==> config.mk <==
export PLATFORM = sky130hd
export DESIGN_NAME = radio_core
export DESIGN_NICKNAME = d
export VERILOG_FILES = /design/src/verilog/radio_regs_pkg.sv /design/src/verilog/radio_stream_pkg.sv /design/src/verilog/radio_settings.sv /design/src/verilog/radio_tx_control.sv /design/src/verilog/radio_rx_control.sv /design/src/verilog/radio_resp_mux.sv /design/src/verilog/radio_core.sv
export SDC_FILE = /design/constraint.sdc
export NUM_CORES = 1
export LEC_CHECK = 0
export BUFFER_PORTS_ARGS = -buffer_cell sky130_fd_sc_hd__buf_2
export CORE_UTILIZATION = 25
export CTS_BUF_LIST = sky130_fd_sc_hd__clkbuf_8
export DETAILED_ROUTE_END_ITERATION = 6
export PLACE_DENSITY = 0.48
export SYNTH_ARGS = -nofsm -noshare
export SYNTH_HDL_FRONTEND = slang
export SYNTH_SLANG_ARGS = --single-unit
==> constraint.sdc <==
create_clock -name clk -period 6.45 [get_ports clk]
set_input_delay 0.9675 -clock clk [delete_from_list [all_inputs] [get_ports clk]]
set_output_delay 0.9675 -clock clk [all_outputs]
set_load 0.005 [all_outputs]
==> src/verilog/radio_regs_pkg.sv <==
// Radio register map
package radio_regs_pkg;

  // Settings bus data width
  localparam int SET_DATA_W = 32;
  // Readback word width
  localparam int RB_DATA_W = 64;
  // Full VITA time width
  localparam int TIME_W = 64;
  // Packet length and burst sample count width
  localparam int RX_MAXLEN_W = 16;

  // Settings bus addresses
  typedef enum logic [7:0] {
    // Bit 0 loops TX samples back into RX
    SR_LOOPBACK   = 8'd0,
    // Free scratch word, read back on RB_TEST
    SR_TEST       = 8'd1,
    // DAC word while TX is not playing
    SR_CODEC_IDLE = 8'd2,
    // Samples per RX packet
    SR_RX_MAXLEN  = 8'd3,
    // Starts an RX burst, low bits give the sample count
    SR_RX_COMMAND = 8'd4,
    // Channel stop, bit 1 also ends a TX burst
    SR_RX_HALT    = 8'd5
  } sr_addr_e;

  // Readback addresses
  typedef enum logic [7:0] {
    RB_VITA_TIME = 8'd0,
    // ADC sample over test word
    RB_TEST      = 8'd1,
    // DAC sample over ADC sample
    RB_TXRX      = 8'd2,
    RB_RADIO_NUM = 8'd3
  } rb_addr_e;

  // TX burst player states
  typedef enum logic [1:0] {
    TX_IDLE,
    TX_RUN,
    TX_REPORT
  } tx_state_e;

  // RX burst capture states
  typedef enum logic [1:0] {
    RX_IDLE,
    RX_RUN,
    RX_REPORT
  } rx_state_e;

endpackage

==> src/verilog/radio_stream_pkg.sv <==
// Radio stream types
package radio_stream_pkg;

  // One I or Q component
  localparam int COMP_W = 16;
  // Low part of VITA time carried in reports
  localparam int RESP_TIME_W = 32;

  // Report source flags
  localparam logic SRC_TX = 1'b0;
  localparam logic SRC_RX = 1'b1;

  // Complex sample, I in the upper half
  typedef struct packed {
    logic [COMP_W-1:0] i;
    logic [COMP_W-1:0] q;
  } sample_t;

  // TX stream beat
  typedef struct packed {
    sample_t data;
    // Last sample of a burst
    logic    eob;
  } tx_beat_t;

  // RX stream beat
  typedef struct packed {
    sample_t data;
    // Last sample of a packet
    logic    last;
  } rx_beat_t;

  // Report codes
  typedef enum logic [1:0] {
    RESP_ACK       = 2'd0,
    RESP_UNDERFLOW = 2'd1,
    RESP_OVERFLOW  = 2'd2
  } resp_code_e;

  // Report word, 35 bits
  typedef struct packed {
    resp_code_e             code;
    logic                   src;
    logic [RESP_TIME_W-1:0] timestamp;
  } resp_t;

endpackage

==> src/verilog/radio_settings.sv <==
// Radio settings and readback
`timescale 1ns/1ps

module radio_settings
  import radio_regs_pkg::*, radio_stream_pkg::*;
#(
  parameter int RADIO_NUM = 0
) (
  input  logic                  clk,
  input  logic                  reset,
  // Settings bus
  input  logic                  i_set_stb,
  input  sr_addr_e              i_set_addr,
  input  logic [SET_DATA_W-1:0] i_set_data,
  // Readback port
  input  rb_addr_e              i_rb_addr,
  input  logic [TIME_W-1:0]     i_vita_time,
  input  sample_t               i_rx,
  input  sample_t               i_tx,
  output logic                  o_rb_stb,
  output logic [RB_DATA_W-1:0]  o_rb_data,
  // Register outputs
  output logic                  o_loopback,
  output sample_t               o_idle
);

  logic [SET_DATA_W-1:0] test_reg;

  // Register writes land one cycle after the strobe
  always_ff @(posedge clk) begin
    if (reset) begin
      o_loopback <= 1'b0;
      test_reg   <= '0;
      o_idle     <= '0;
    end else if (i_set_stb) begin
      case (i_set_addr)
        SR_LOOPBACK:   o_loopback <= i_set_data[0];
        SR_TEST:       test_reg   <= i_set_data;
        SR_CODEC_IDLE: o_idle     <= i_set_data;
        // Other addresses belong to the controls
        default:       ;
      endcase
    end
  end

  // Readback valid every cycle once out of reset
  always_ff @(posedge clk) begin
    if (reset) begin
      o_rb_stb <= 1'b0;
    end else begin
      o_rb_stb <= 1'b1;
    end
  end

  // Registered readback mux
  always_ff @(posedge clk) begin
    case (i_rb_addr)
      RB_VITA_TIME: o_rb_data <= i_vita_time;
      RB_TEST:      o_rb_data <= {i_rx, test_reg};
      RB_TXRX:      o_rb_data <= {i_tx, i_rx};
      RB_RADIO_NUM: o_rb_data <= {32'd0, 32'(RADIO_NUM)};
      // Unknown addresses read zero
      default:      o_rb_data <= '0;
    endcase
  end

  // Test word written on one cycle reads back two cycles later
  a_rb_test: assert property (
    @(posedge clk) disable iff (reset)
    i_rb_addr == RB_TEST && $past(i_set_stb && i_set_addr == SR_TEST)
      |=> o_rb_stb && o_rb_data[SET_DATA_W-1:0] == $past(i_set_data, 2)
  ) else $error("test word readback not two cycles after its write");

endmodule

==> src/verilog/radio_tx_control.sv <==
// TX burst player
`timescale 1ns/1ps

module radio_tx_control
  import radio_regs_pkg::*, radio_stream_pkg::*;
(
  input  logic                  clk,
  input  logic                  reset,
  // Settings bus
  input  logic                  i_set_stb,
  input  sr_addr_e              i_set_addr,
  input  logic [SET_DATA_W-1:0] i_set_data,
  // Sample stream in
  input  tx_beat_t              i_tx,
  input  logic                  i_tx_valid,
  output logic                  o_tx_ready,
  // DAC side
  input  logic                  i_tx_stb,
  input  sample_t               i_idle,
  input  logic [TIME_W-1:0]     i_vita_time,
  output sample_t               o_sample,
  // Report stream
  output resp_t                 o_resp,
  output logic                  o_resp_valid,
  input  logic                  i_resp_ready
);

  tx_state_e state;
  sample_t   sample_reg;
  // Holds while sample_reg is the word the DAC plays
  logic      playing;
  logic      pop;
  logic      starve;
  logic      stop;
  logic      done;

  // Stop with bit 1 set cuts the burst short
  assign stop = i_set_stb && (i_set_addr == SR_RX_HALT) && i_set_data[1];

  // One beat per DAC strobe, only while running
  assign o_tx_ready = (state == TX_RUN) && i_tx_stb;
  assign pop        = o_tx_ready && i_tx_valid;
  // Strobe with an empty stream
  assign starve     = o_tx_ready && !i_tx_valid;
  // End of burst, dry stream or stop
  assign done       = (state == TX_RUN) && ((pop && i_tx.eob) || starve || stop);

  always_ff @(posedge clk) begin
    if (reset) begin
      state   <= TX_IDLE;
      playing <= 1'b0;
    end else begin
      // A strobe with nothing popped drops back to the idle word
      if (pop) begin
        playing <= 1'b1;
      end else if (i_tx_stb) begin
        playing <= 1'b0;
      end
      case (state)
        TX_IDLE: begin
          if (i_tx_valid) begin
            state <= TX_RUN;
          end
        end
        TX_RUN: begin
          if (done) begin
            state <= TX_REPORT;
          end
        end
        // No samples taken until the report leaves
        TX_REPORT: begin
          if (i_resp_ready) begin
            state <= TX_IDLE;
          end
        end
        default: state <= TX_IDLE;
      endcase
    end
  end

  // Sample and report payload
  always_ff @(posedge clk) begin
    if (pop) begin
      sample_reg <= i_tx.data;
    end
    if (done) begin
      o_resp.code      <= starve ? RESP_UNDERFLOW : RESP_ACK;
      o_resp.src       <= SRC_TX;
      o_resp.timestamp <= i_vita_time[RESP_TIME_W-1:0];
    end
  end

  assign o_resp_valid = (state == TX_REPORT);
  // Idle word outside a burst
  assign o_sample     = playing ? sample_reg : i_idle;

  // A beat leaves the stream only on a strobe and plays on the next cycle
  a_tx_pop: assert property (
    @(posedge clk) disable iff (reset)
    o_tx_ready && i_tx_valid |-> i_tx_stb ##1 o_sample == $past(i_tx.data)
  ) else $error("popped TX beat not on the DAC one cycle later");

endmodule

==> src/verilog/radio_rx_control.sv <==
// RX burst capture and packetizer
`timescale 1ns/1ps

module radio_rx_control
  import radio_regs_pkg::*, radio_stream_pkg::*;
(
  input  logic                  clk,
  input  logic                  reset,
  // Settings bus
  input  logic                  i_set_stb,
  input  sr_addr_e              i_set_addr,
  input  logic [SET_DATA_W-1:0] i_set_data,
  // ADC side
  input  sample_t               i_sample,
  input  logic                  i_sample_stb,
  input  logic [TIME_W-1:0]     i_vita_time,
  // Packet stream out
  output rx_beat_t              o_rx,
  output logic                  o_rx_valid,
  input  logic                  i_rx_ready,
  // Report stream
  output resp_t                 o_resp,
  output logic                  o_resp_valid,
  input  logic                  i_resp_ready
);

  rx_state_e              state;
  logic [RX_MAXLEN_W-1:0] maxlen;
  // Samples left in the burst
  logic [RX_MAXLEN_W-1:0] remain;
  // Position inside the current packet
  logic [RX_MAXLEN_W-1:0] pkt_cnt;
  rx_beat_t               rx_buf;
  logic                   buf_valid;
  logic                   cmd;
  logic                   halt;
  logic                   busy;
  logic                   load;
  logic                   overflow;
  logic                   pkt_last;
  logic                   final_smp;

  assign cmd  = i_set_stb && (i_set_addr == SR_RX_COMMAND);
  assign halt = i_set_stb && (i_set_addr == SR_RX_HALT);

  // Buffer counts as free when it drains this cycle
  assign busy      = buf_valid && !i_rx_ready;
  assign load      = (state == RX_RUN) && i_sample_stb && !busy && !halt;
  assign overflow  = (state == RX_RUN) && i_sample_stb && busy && !halt;
  // Zero maxlen wraps to a full 64K packet
  assign pkt_last  = (pkt_cnt == maxlen - 1'b1);
  assign final_smp = (remain == 1);

  always_ff @(posedge clk) begin
    if (reset) begin
      state     <= RX_IDLE;
      maxlen    <= '0;
      remain    <= '0;
      pkt_cnt   <= '0;
      buf_valid <= 1'b0;
    end else begin
      if (i_set_stb && i_set_addr == SR_RX_MAXLEN) begin
        maxlen <= i_set_data[RX_MAXLEN_W-1:0];
      end
      if (load) begin
        buf_valid <= 1'b1;
      end else if (i_rx_ready) begin
        buf_valid <= 1'b0;
      end
      case (state)
        // Commands count only here, a zero count is ignored
        RX_IDLE: begin
          if (cmd && i_set_data[RX_MAXLEN_W-1:0] != '0) begin
            state   <= RX_RUN;
            remain  <= i_set_data[RX_MAXLEN_W-1:0];
            pkt_cnt <= '0;
          end
        end
        RX_RUN: begin
          if (load) begin
            remain  <= remain - 1'b1;
            pkt_cnt <= pkt_last ? '0 : pkt_cnt + 1'b1;
          end
          if (halt || (load && final_smp)) begin
            state <= RX_IDLE;
          end else if (overflow) begin
            // Rest of the burst is dropped
            state <= RX_REPORT;
          end
        end
        RX_REPORT: begin
          if (i_resp_ready) begin
            state <= RX_IDLE;
          end
        end
        default: state <= RX_IDLE;
      endcase
    end
  end

  // One-entry output buffer and report payload
  always_ff @(posedge clk) begin
    if (load) begin
      rx_buf <= '{data: i_sample, last: pkt_last || final_smp};
    end
    if (overflow) begin
      o_resp.code      <= RESP_OVERFLOW;
      o_resp.src       <= SRC_RX;
      o_resp.timestamp <= i_vita_time[RESP_TIME_W-1:0];
    end
  end

  assign o_rx         = rx_buf;
  assign o_rx_valid   = buf_valid;
  assign o_resp_valid = (state == RX_REPORT);

  // Stalled beat stays put until taken
  a_rx_hold: assert property (
    @(posedge clk) disable iff (reset)
    o_rx_valid && !i_rx_ready |=> o_rx_valid && $stable(o_rx)
  ) else $error("RX beat changed while stalled");

endmodule

==> src/verilog/radio_resp_mux.sv <==
// TX and RX report combiner
`timescale 1ns/1ps

module radio_resp_mux
  import radio_stream_pkg::*;
(
  input  logic  clk,
  input  logic  reset,
  // TX reports
  input  resp_t i_tx_resp,
  input  logic  i_tx_valid,
  output logic  o_tx_ready,
  // RX reports
  input  resp_t i_rx_resp,
  input  logic  i_rx_valid,
  output logic  o_rx_ready,
  // Combined reports
  output resp_t o_resp,
  output logic  o_resp_valid,
  input  logic  i_resp_ready
);

  // Set when RX wins a tie
  logic prio;
  logic load;
  logic grant_tx;
  logic grant_rx;

  // Output register takes a new word when empty or draining
  assign load     = !o_resp_valid || i_resp_ready;
  assign grant_tx = i_tx_valid && (!i_rx_valid || !prio);
  assign grant_rx = i_rx_valid && !grant_tx;

  assign o_tx_ready = load && grant_tx;
  assign o_rx_ready = load && grant_rx;

  always_ff @(posedge clk) begin
    if (reset) begin
      o_resp_valid <= 1'b0;
      prio         <= 1'b0;
    end else if (load) begin
      o_resp_valid <= grant_tx || grant_rx;
      // Priority passes to the input that lost
      if (grant_tx || grant_rx) begin
        prio <= grant_tx;
      end
    end
  end

  always_ff @(posedge clk) begin
    if (o_tx_ready) begin
      o_resp <= i_tx_resp;
    end else if (o_rx_ready) begin
      o_resp <= i_rx_resp;
    end
  end

endmodule

==> src/verilog/radio_core.sv <==
// Radio channel core
`timescale 1ns/1ps

module radio_core
  import radio_regs_pkg::*, radio_stream_pkg::*;
#(
  parameter int RADIO_NUM = 0
) (
  input  logic                  clk,
  input  logic                  reset,
  // Settings and readback
  input  logic                  i_set_stb,
  input  sr_addr_e              i_set_addr,
  input  logic [SET_DATA_W-1:0] i_set_data,
  input  rb_addr_e              i_rb_addr,
  output logic                  o_rb_stb,
  output logic [RB_DATA_W-1:0]  o_rb_data,
  // Sample streams
  input  tx_beat_t              i_tx,
  input  logic                  i_tx_valid,
  output logic                  o_tx_ready,
  output rx_beat_t              o_rx,
  output logic                  o_rx_valid,
  input  logic                  i_rx_ready,
  // Reports
  output resp_t                 o_resp,
  output logic                  o_resp_valid,
  input  logic                  i_resp_ready,
  // Converters and time
  input  sample_t               i_rx,
  input  logic                  i_rx_stb,
  output sample_t               o_tx,
  input  logic                  i_tx_stb,
  input  logic [TIME_W-1:0]     i_vita_time
);

  logic    loopback;
  sample_t idle_word;
  sample_t rx_sample;
  logic    rx_sample_stb;
  resp_t   tx_resp;
  logic    tx_resp_valid;
  logic    tx_resp_ready;
  resp_t   rx_resp;
  logic    rx_resp_valid;
  logic    rx_resp_ready;

  // Digital loopback, DAC word and strobe replace the ADC
  assign rx_sample     = loopback ? o_tx : i_rx;
  assign rx_sample_stb = loopback ? i_tx_stb : i_rx_stb;

  radio_settings #(.RADIO_NUM(RADIO_NUM)) radio_settings_i (
    .clk(clk), .reset(reset),
    .i_set_stb(i_set_stb), .i_set_addr(i_set_addr), .i_set_data(i_set_data),
    .i_rb_addr(i_rb_addr), .i_vita_time(i_vita_time), .i_rx(i_rx), .i_tx(o_tx),
    .o_rb_stb(o_rb_stb), .o_rb_data(o_rb_data),
    .o_loopback(loopback), .o_idle(idle_word));

  radio_tx_control radio_tx_control_i (
    .clk(clk), .reset(reset),
    .i_set_stb(i_set_stb), .i_set_addr(i_set_addr), .i_set_data(i_set_data),
    .i_tx(i_tx), .i_tx_valid(i_tx_valid), .o_tx_ready(o_tx_ready),
    .i_tx_stb(i_tx_stb), .i_idle(idle_word), .i_vita_time(i_vita_time), .o_sample(o_tx),
    .o_resp(tx_resp), .o_resp_valid(tx_resp_valid), .i_resp_ready(tx_resp_ready));

  radio_rx_control radio_rx_control_i (
    .clk(clk), .reset(reset),
    .i_set_stb(i_set_stb), .i_set_addr(i_set_addr), .i_set_data(i_set_data),
    .i_sample(rx_sample), .i_sample_stb(rx_sample_stb), .i_vita_time(i_vita_time),
    .o_rx(o_rx), .o_rx_valid(o_rx_valid), .i_rx_ready(i_rx_ready),
    .o_resp(rx_resp), .o_resp_valid(rx_resp_valid), .i_resp_ready(rx_resp_ready));

  radio_resp_mux radio_resp_mux_i (
    .clk(clk), .reset(reset),
    .i_tx_resp(tx_resp), .i_tx_valid(tx_resp_valid), .o_tx_ready(tx_resp_ready),
    .i_rx_resp(rx_resp), .i_rx_valid(rx_resp_valid), .o_rx_ready(rx_resp_ready),
    .o_resp(o_resp), .o_resp_valid(o_resp_valid), .i_resp_ready(i_resp_ready));

endmodule

After elaboration in Yosys (flattened, before gate mapping)
Cells that the tools add are included.
{"block": "totals", "reg_bits": 352, "inputBits": 185}
{"block": "classes", "n_addsub": 3, "n_eq_ne": 20, "muxes": 28, "reduce_logical": 52}
{"cell": "one-hot mux 64 bit (3 select lines)", "count": 1}
{"cell": "two-way mux 16 bit", "count": 5}
{"cell": "two-way mux 35 bit", "count": 2}
{"cell": "two-way mux 32 bit", "count": 2}
{"cell": "one-hot mux 16 bit (2 select lines)", "count": 2}
{"cell": "subtractor 16 x 1 -> 16 bit (second input constant)", "count": 2}
{"cell": "equality test 8 x 2 -> 1 bit (second input constant)", "count": 3}
{"cell": "logical AND 1 bit", "count": 21}
{"cell": "adder 16 x 1 -> 16 bit (second input constant)", "count": 1}
{"cell": "equality test 16 x 1 -> 1 bit (second input constant)", "count": 1}
{"cell": "equality test 16 bit", "count": 1}
{"cell": "equality test 8 x 1 -> 1 bit (second input constant)", "count": 2}
{"cell": "equality test 8 x 3 -> 1 bit (second input constant)", "count": 2}
{"cell": "zero test 8 bit", "count": 2}
{"cell": "nonzero test 16 bit", "count": 1}
{"cell": "two-way mux 2 bit", "count": 7}
{"cell": "one-hot mux 2 bit (3 select lines)", "count": 2}
{"cell": "AND reduction 3 bit", "count": 3}
{"cell": "zero test 1 bit", "count": 8}
{"cell": "AND reduction 2 bit", "count": 4}
{"cell": "nonzero test 2 bit", "count": 4}
{"cell": "logical OR 1 bit", "count": 7}
{"cell": "two-way mux 1 bit", "count": 7}
{"cell": "inequality test 2 x 1 -> 1 bit (second input constant)", "count": 3}
{"cell": "other kinds (5)", "count": 10}

Longest topological paths before layout
Gate-level depths: netlist of run 1.
{"block": "depth", "ltp_word": 9, "depth_mapped": 11, "depth_no_buf": 8}

By module
A second synthesis of run 1 with hierarchy kept.
{"block": "hier_totals", "hier_cells": 1293, "area_unflattened_um2": 15646.3}
{"module": "radio_settings", "n_inst": 1, "cells_per_inst": 571, "area_each_um2": 5455.2}
{"module": "radio_rx_control", "n_inst": 1, "cells_per_inst": 468, "area_each_um2": 5356.4}
{"module": "radio_tx_control", "n_inst": 1, "cells_per_inst": 130, "area_each_um2": 2575.0}
{"module": "radio_resp_mux", "n_inst": 1, "cells_per_inst": 87, "area_each_um2": 1704.1}
{"module": "radio_core", "n_inst": 1, "cells_per_inst": 37, "area_each_um2": 555.5}

Worst setup path before layout of run 1
Ideal clock, no wire load.
{"block": "synth_path", "path_type": "input -> register", "from": "input port i_set_addr[3]", "to": "register radio_tx_control_i.o_resp[0] (netlist bit) (enable)", "setup_ns": 0.474, "t_arrival_ns": 4.230, "slack_ns": 1.746, "stages": 4, "path_buffers": 0, "cell_sequence": "nor4_1 > and4_1 > a22oi_1 > nor3b_1"}
{"block": "synth_via", "elab_chain_cells": 5}
{"item": "start: declaration", "line_no": "radio_core.sv:13", "source": "input sr_addr_e i_set_addr,"}
{"item": "equality test 8 x 3 -> 1 bit", "line_no": "radio_tx_control.sv:38", "source": "assign stop = i_set_stb && (i_set_addr == SR_RX_HALT) && i_set_data[1];"}
{"item": "logical AND 1 bit (2 in series)", "line_no": "radio_tx_control.sv:38"}
{"item": "logical OR 1 bit", "line_no": "radio_tx_control.sv:46", "source": "assign done = (state == TX_RUN) && ((pop && i_tx.eob) || starve || stop);"}
{"item": "logical AND 1 bit", "line_no": "radio_tx_control.sv:46"}
{"item": "via radio_tx_control_i.done", "line_no": "radio_tx_control.sv:35", "source": "logic done;"}
{"item": "end: declaration", "line_no": "radio_tx_control.sv:23", "source": "output resp_t o_resp,"}
The timed path passes the listed nets, and every way through them passes these cells.
A chain may end at the register's enable or synchronous reset.

==> results.toml, run 1 <==
[grt]
first_global_vias = 11400
grt_use_total = 0.178
antenna_found_initial = 7
grt_start_max_net_pins = 73
overflow = 0
grt_pass1_wl_um = 77700

[synth]
synthArstFlopShare = 0
synth.distinct_cells = 60
synth_edf_count = 164
ys.flop_type = "dfxtp_1"
netlist_area_um2 = 14600
yosysSeqAreaShare = 0.592
yosysWarnings = 0
synth_seq_cells = 350
syn_avg_cell_area_um2 = 10.6
synth_nets = 1571
syn_inst = 1382

[clocking]
clock-root-buffer = "clkbuf_8"
cts_setup_buffers = 0
cts_hold_buffers = 0
htreeDepth = 3
ctsResizeCount = 0
clk_pin_slew_ps = 60
clock_sinks = 350
cts_tree = "built"
numCtsBuffers = 69
cts_buffer_depth = 3
clk_latency_ps = 660

[worst_setup_path]
r2r_slack_ps = 3160
r2r_cells = 6
r2r_end = "radio_rx_control_i.pkt_cnt[15]"
path_class = "flip-flop to output port"
worst-path-max-fanout = 31
endpoint_kind = "output port"
cp-start-kind = "flip-flop"
r2r-start = "radio_rx_control_i.maxlen[7]"
critPathArrivalTime_ps = 2730
cp.required_ps = 5480

[run]
maxCapViolCount = 0

[routing]
ant_nets = 0
firstDrtPassIters = 5
dr_total_vias = 11800
wl_per_cell_um = 21.2
wl_um = 54100
drt-initial-drc-count = 848
drc = 0
vias_per_cell = 4.61

[final_layout]
syn_to_final_growth_pct = 26.2
fillCellCount = 6040
nets = 1916
finalInstanceArea_um2 = 18400
reg_top3 = "radio_settings_i.o_rb_data x64, radio_resp_mux_i.o_resp x34"
drive_gt1_frac = 0.284
fin_util = 0.319
largest_reg_flops = 64
regMostFlops = "radio_settings_i.o_rb_data"

[placement]
gp_congestion = 0.896
postPlaceCellArea_um2 = 17100
dpl.hpwl_um = 38500
io_buffers = 352
dpl_worst_slack_ps = 2850

[hold_path]
min_path_type = "flip-flop to flip-flop"
hold_start = "radio_settings_i.test_reg[16]"
holdPathEnd = "radio_settings_i.test_reg[16]"
hold_depth = 2

[sta]
fin_crit_ps = 3690
rsz0062_at_grt = "false"
setup_ws_ps = 2760
hold_ws_ps = 458
setup_viol = 0
maxSlewViolCount = 0
fmax_ghz = 0.271
worst_slew_pin_slew_ps = 1120
relSlewSlack = 0.229
hold_violations = 0
setup_tns_ps = 0
clock_skew_ps = 38.6
min_period_over_period = 0.573

[floorplanning]
die_w_um = 244
die_h_um = 244
core_um2 = 57700
rows = 88
start_util = 0.253
io_pins = 353
die_area_um2 = 59400

[pwr]
power_density_nw_per_um2 = 257
power.leakage_uw = 0.00756
ir_worst_vdd_mv = 0.109

[outcome]
status = "completed"
synthesized netlist by cell type, types with 6 or more instances:
| cell | number | area share |
|---|---|---|
| a221oi_1 | 6 | 0.0036 |
| mux2_2 | 34 | 0.026 |
| nand3_1 | 16 | 0.0055 |
| nand2_1 | 99 | 0.025 |
| nand2b_1 | 8 | 0.0034 |
| nor2_1 | 233 | 0.060 |
| edfxtp_1 | 164 | 0.34 |
| o211ai_1 | 7 | 0.0036 |
| o21ai_0 | 22 | 0.0075 |
| buf_2 | 7 | 0.0024 |
| nor4_1 | 14 | 0.0060 |
| nor2b_1 | 11 | 0.0047 |
| and3_1 | 6 | 0.0026 |
| nor3_1 | 12 | 0.0041 |
| nand4_1 | 8 | 0.0034 |
| dfxtp_1 | 186 | 0.25 |
| a211oi_1 | 57 | 0.029 |
| buf_1 | 8 | 0.0021 |
| mux2i_1 | 115 | 0.079 |
| inv_1 | 45 | 0.012 |
| clkbuf_1 | 75 | 0.019 |
| xor2_1 | 16 | 0.0096 |
| a21oi_1 | 154 | 0.053 |
| xnor2_1 | 15 | 0.0090 |
cells in the final DEF, fill, tap and decap left out, types with 4 or more instances in the layout:
cell	Yosys	layout
nor2_1	233	230
nand2b_1	8	8
mux2i_1	115	115
nor2b_1	11	10
mux2_2	34	34
o22ai_1	5	5
nand3_1	16	16
nand2_1	99	98
nand4_1	8	8
inv_1	45	77
a21oi_1	154	154
and2_1	5	5
xor2_1	16	16
nor3_1	12	12
buf_2	7	350
clkbuf_8	0	78
ha_1	4	4
a211oi_1	57	57
o21ai_0	22	22
clkinv_1	0	8
nor4_1	14	14
dfxtp_1	186	184
and3_1	6	6
o211ai_1	7	7
edfxtp_1	164	164
xnor2_1	15	15
buf_4	1	19
a221oi_1	6	6
diode_2	0	7
logic make-up (layout without fill, tap and decap cells):
kind of cell / count (synthesis) / after routing / synth area share
simple gates: 435 / 435 / 0.131
flops: 350 / 350 / 0.592
compound gates: 272 / 272 / 0.112
mux: 149 / 149 / 0.105
buf+inv: 141 / 542 / 0.0383
xor+xnor: 31 / 31 / 0.0186
fa+ha+maj: 4 / 4 / 0.00343
other cells: 0 / 7 / 0
worst max-delay path, cell delays in order, from the launching register on:
cell	delay, ps
dfxtp_2	350
buf_4	470
mux2i_1	990
inv_1	80
buf_2	170
power breakdown:
part           switching (uW)  internal, uW  leakage (uW)
registers                5.13          2340       0.00299
clock network            1010          1110      0.000783
logic                     172          96.3       0.00379
layout make-up:
cell class	instances	area, um2	share of cell area
Clock inverter	49	224	0.0122
Inverter	46	173	0.00937
Tap cell	765	957	0.0519
Sequential cell	350	8650	0.469
Clock buffer	78	1070	0.0583
Timing Repair Buffer	369	1890	0.103
Antenna cell	7	17.5	0.000951
Multi-Input combinational cell	891	5440	0.295
how the worst max path moves through the flow:
| stage | startpoint | end | slack (ps) | cells after the start |
|---|---|---|---|---|
| final | radio_tx_control_i.playing | o_tx[11] | 2760 | 4 |
| after global routing | radio_tx_control_i.playing | o_tx[9] | 2700 | 4 |
| after CTS | radio_tx_control_i.playing | o_tx[5] | 2770 | 4 |
| after floorplan | i_set_addr[3] | radio_tx_control_i.o_resp[0] | 1750 | 4 |
| after detailed placement | i_set_addr[0] | radio_rx_control_i.pkt_cnt[15] | 2850 | 9 |
| after global placement | i_set_addr[3] | radio_rx_control_i.pkt_cnt[15] | 2920 | 9 |
metal layers:
metal	vias up	track usage	share of wire
met3	77	0.0338	0.054
met2	404	0.262	0.43
met5	-	0	0.00042
li1	5624	-	-
met4	4	0.0673	0.026
met1	5681	0.256	0.49
stage by stage:
stage,power (uW),instances
4_1_cts,4820,2548
5_1_grt,4950,2552
3_3_place_gp,2660,2421
2_1_floorplan,2510,1382
6_report,4730,2555
3_5_place_dp,2660,2421
Note: power is estimated with default switching activity, not from simulation.
==> run 2: changes to the inputs <==
--- a/config.mk
+++ b/config.mk
@@ -9,7 +9,7 @@
 export CORE_UTILIZATION = 25
 export CTS_BUF_LIST = sky130_fd_sc_hd__clkbuf_8
 export DETAILED_ROUTE_END_ITERATION = 6
-export PLACE_DENSITY = 0.48
+export PLACE_DENSITY = 0.5
 export SYNTH_ARGS = -nofsm -noshare
 export SYNTH_HDL_FRONTEND = slang
 export SYNTH_SLANG_ARGS = --single-unit
==> constraint.sdc (replaced) <==
create_clock -name clk -period 3.3 [get_ports clk]
set_input_delay 0.495 -clock clk [delete_from_list [all_inputs] [get_ports clk]]
set_output_delay 0.495 -clock clk [all_outputs]
set_load 0.005 [all_outputs]
==> results.toml, run 2 (synthesis gave the netlist of run 1 again) <==
[pwr]
power_frac_clock = 0.455
p_int_uw = 7100
sw_frac_of_total = 0.247
p_comb_frac = 0.060
power_density_nw_per_um2 = 496
power.leakage_uw = 0.00781
ir_worst_vdd_mv = 0.262
power.switching_uw = 2330
pwr-share-seq = 0.486
power.total_uw = 9430

[routing]
wl_per_cell_um = 20.8
dr_total_vias = 12100
vias_per_cell = 4.64
drt-initial-drc-count = 817
wl_um = 54400
firstDrtPassIters = 5
ant_nets = 0
drc = 0

[placement]
gp_congestion = 0.907
io_buffers = 352
dp.cells = 2450
dpl.hpwl_um = 39000

[worst_setup_path]
cp_slowest_cell = "dfxtp_2"
setup.worst_path.start = "radio_tx_control_i.playing"
path_cells = "buf_12 > mux2i_1 > inv_1 > buf_2"
max_stage_delay_ps = 650
path_class = "flip-flop to output port"
r2r_cells = 9
critPathArrivalTime_ps = 2380
cp-start-kind = "flip-flop"
r2r-start = "radio_rx_control_i.maxlen[0]"
worst-path-max-fanout = 20
cp.required_ps = 2800
cp_top_family = "flip-flops"
worstPathBufferInverterCount = 3
endpoint_kind = "output port"
cp.depth = 4

[grt]
first_global_vias = 11600
grt_start_max_net_pins = 66
grt_pass1_wl_um = 77600
overflow = 0
antenna_found_initial = 6
grt_use_total = 0.178

[sta]
setup_tns_ps = 0
hold_violations = 0
setup_viol = 0
fin_crit_ps = 2880
clock_skew_ps = 31.5
min_period_over_period = 0.872
maxSlewViolCount = 0
rsz0062_at_grt = "false"
fmax_ghz = 0.347
worst_slew_pin_slew_ps = 917
relSlewSlack = 0.388

[floorplanning]
start_util = 0.253
rows = 88
io_pins = 353
die_h_um = 244
die_area_um2 = 59400
die_w_um = 244
core_um2 = 57700

[clocking]
clk_pin_slew_ps = 60
clock-root-buffer = "clkbuf_8"
cts_hold_buffers = 30
cts_tree = "built"
numCtsBuffers = 69
cts_setup_buffers = 0
clk_latency_ps = 630
ctsResizeCount = 0
cts_buffer_depth = 3
clock_sinks = 350
htreeDepth = 3

[final_layout]
final_common_cell = "buf_2"
final_cell_mix = "buf_2 (350), nor2_1 (230), dfxtp_1 (184)"
nets = 1975
reg_top3 = "radio_settings_i.o_rb_data x64, radio_resp_mux_i.o_resp x34"
fin_cells = 2612
drive_gt1_frac = 0.294
syn_to_final_growth_pct = 30.2
regMostFlops = "radio_settings_i.o_rb_data"
largest_reg_flops = 64

[outcome]
status = "completed"

[hold_path]
min_path_type = "input port to flip-flop"
hold_depth = 1
hold_start = "i_tx[27]"

[run]
maxCapViolCount = 0
==> run 2: power groups by stage <==
stage / Combinational (uW) / Clock [uW] / Sequential [uW]
6_report: 562 / 4290 / 4580
4_1_cts: 567 / 4460 / 4580
5_1_grt: 609 / 4660 / 4580
3_3_place_gp: 533 / 0 / 4670
3_5_place_dp: 537 / 0 / 4670
2_1_floorplan: 230 / 0 / 4670
==> run 2: worst paths after layout <==
path	to	slack, ps
max	o_tx[17]	420
min reg2reg	radio_settings_i.test_reg[0]	460
max reg2reg	radio_rx_control_i.pkt_cnt[15]	550
min	radio_tx_control_i.sample_reg[26]	70
==> run 2: worst reg2reg max path, delay by kind of cell (launching register included) <==
kind,cells,cell delay [ps]
AOI/OAI and AO/OA,2,430
adders and majority gates,1,310
buffers and inverters,2,330
DFF,1,370
muxes,1,290
and+or+nand+nor,3,880
==> run 2: layer usage <==
metal  global-route usage  vias to the layer above  wire length (um)
met5                    0                        -                10
met4               0.0792                        2              1790
met3               0.0337                       96              3410
met2                0.266                      456             24000
met1                0.249                     5840             25200
li1                     -                     5726                 -
==> run 2: layout make-up <==
type | count | area [um2]
sequential | 350 | 8650
timing repair buffer | 428 | 2450
tap | 765 | 957
inverter | 46 | 173
multi-input combinational | 891 | 5450
antenna | 4 | 10.0
clock buffer | 73 | 1000
fill | 6006 | 38700
clock inverter | 55 | 330
==> run 2: through the flow <==
stage	setup slack [ps]	area [um2]	utilization	hold WS, ps
finish	421	19000	0.330	71.3
CTS	373	19000	0.330	0.0829
global route	264	19000	0.330	17.2
global placement	634	17400	0.301	446
detailed placement	569	17400	0.301	451
floorplan	257	14600	-	437
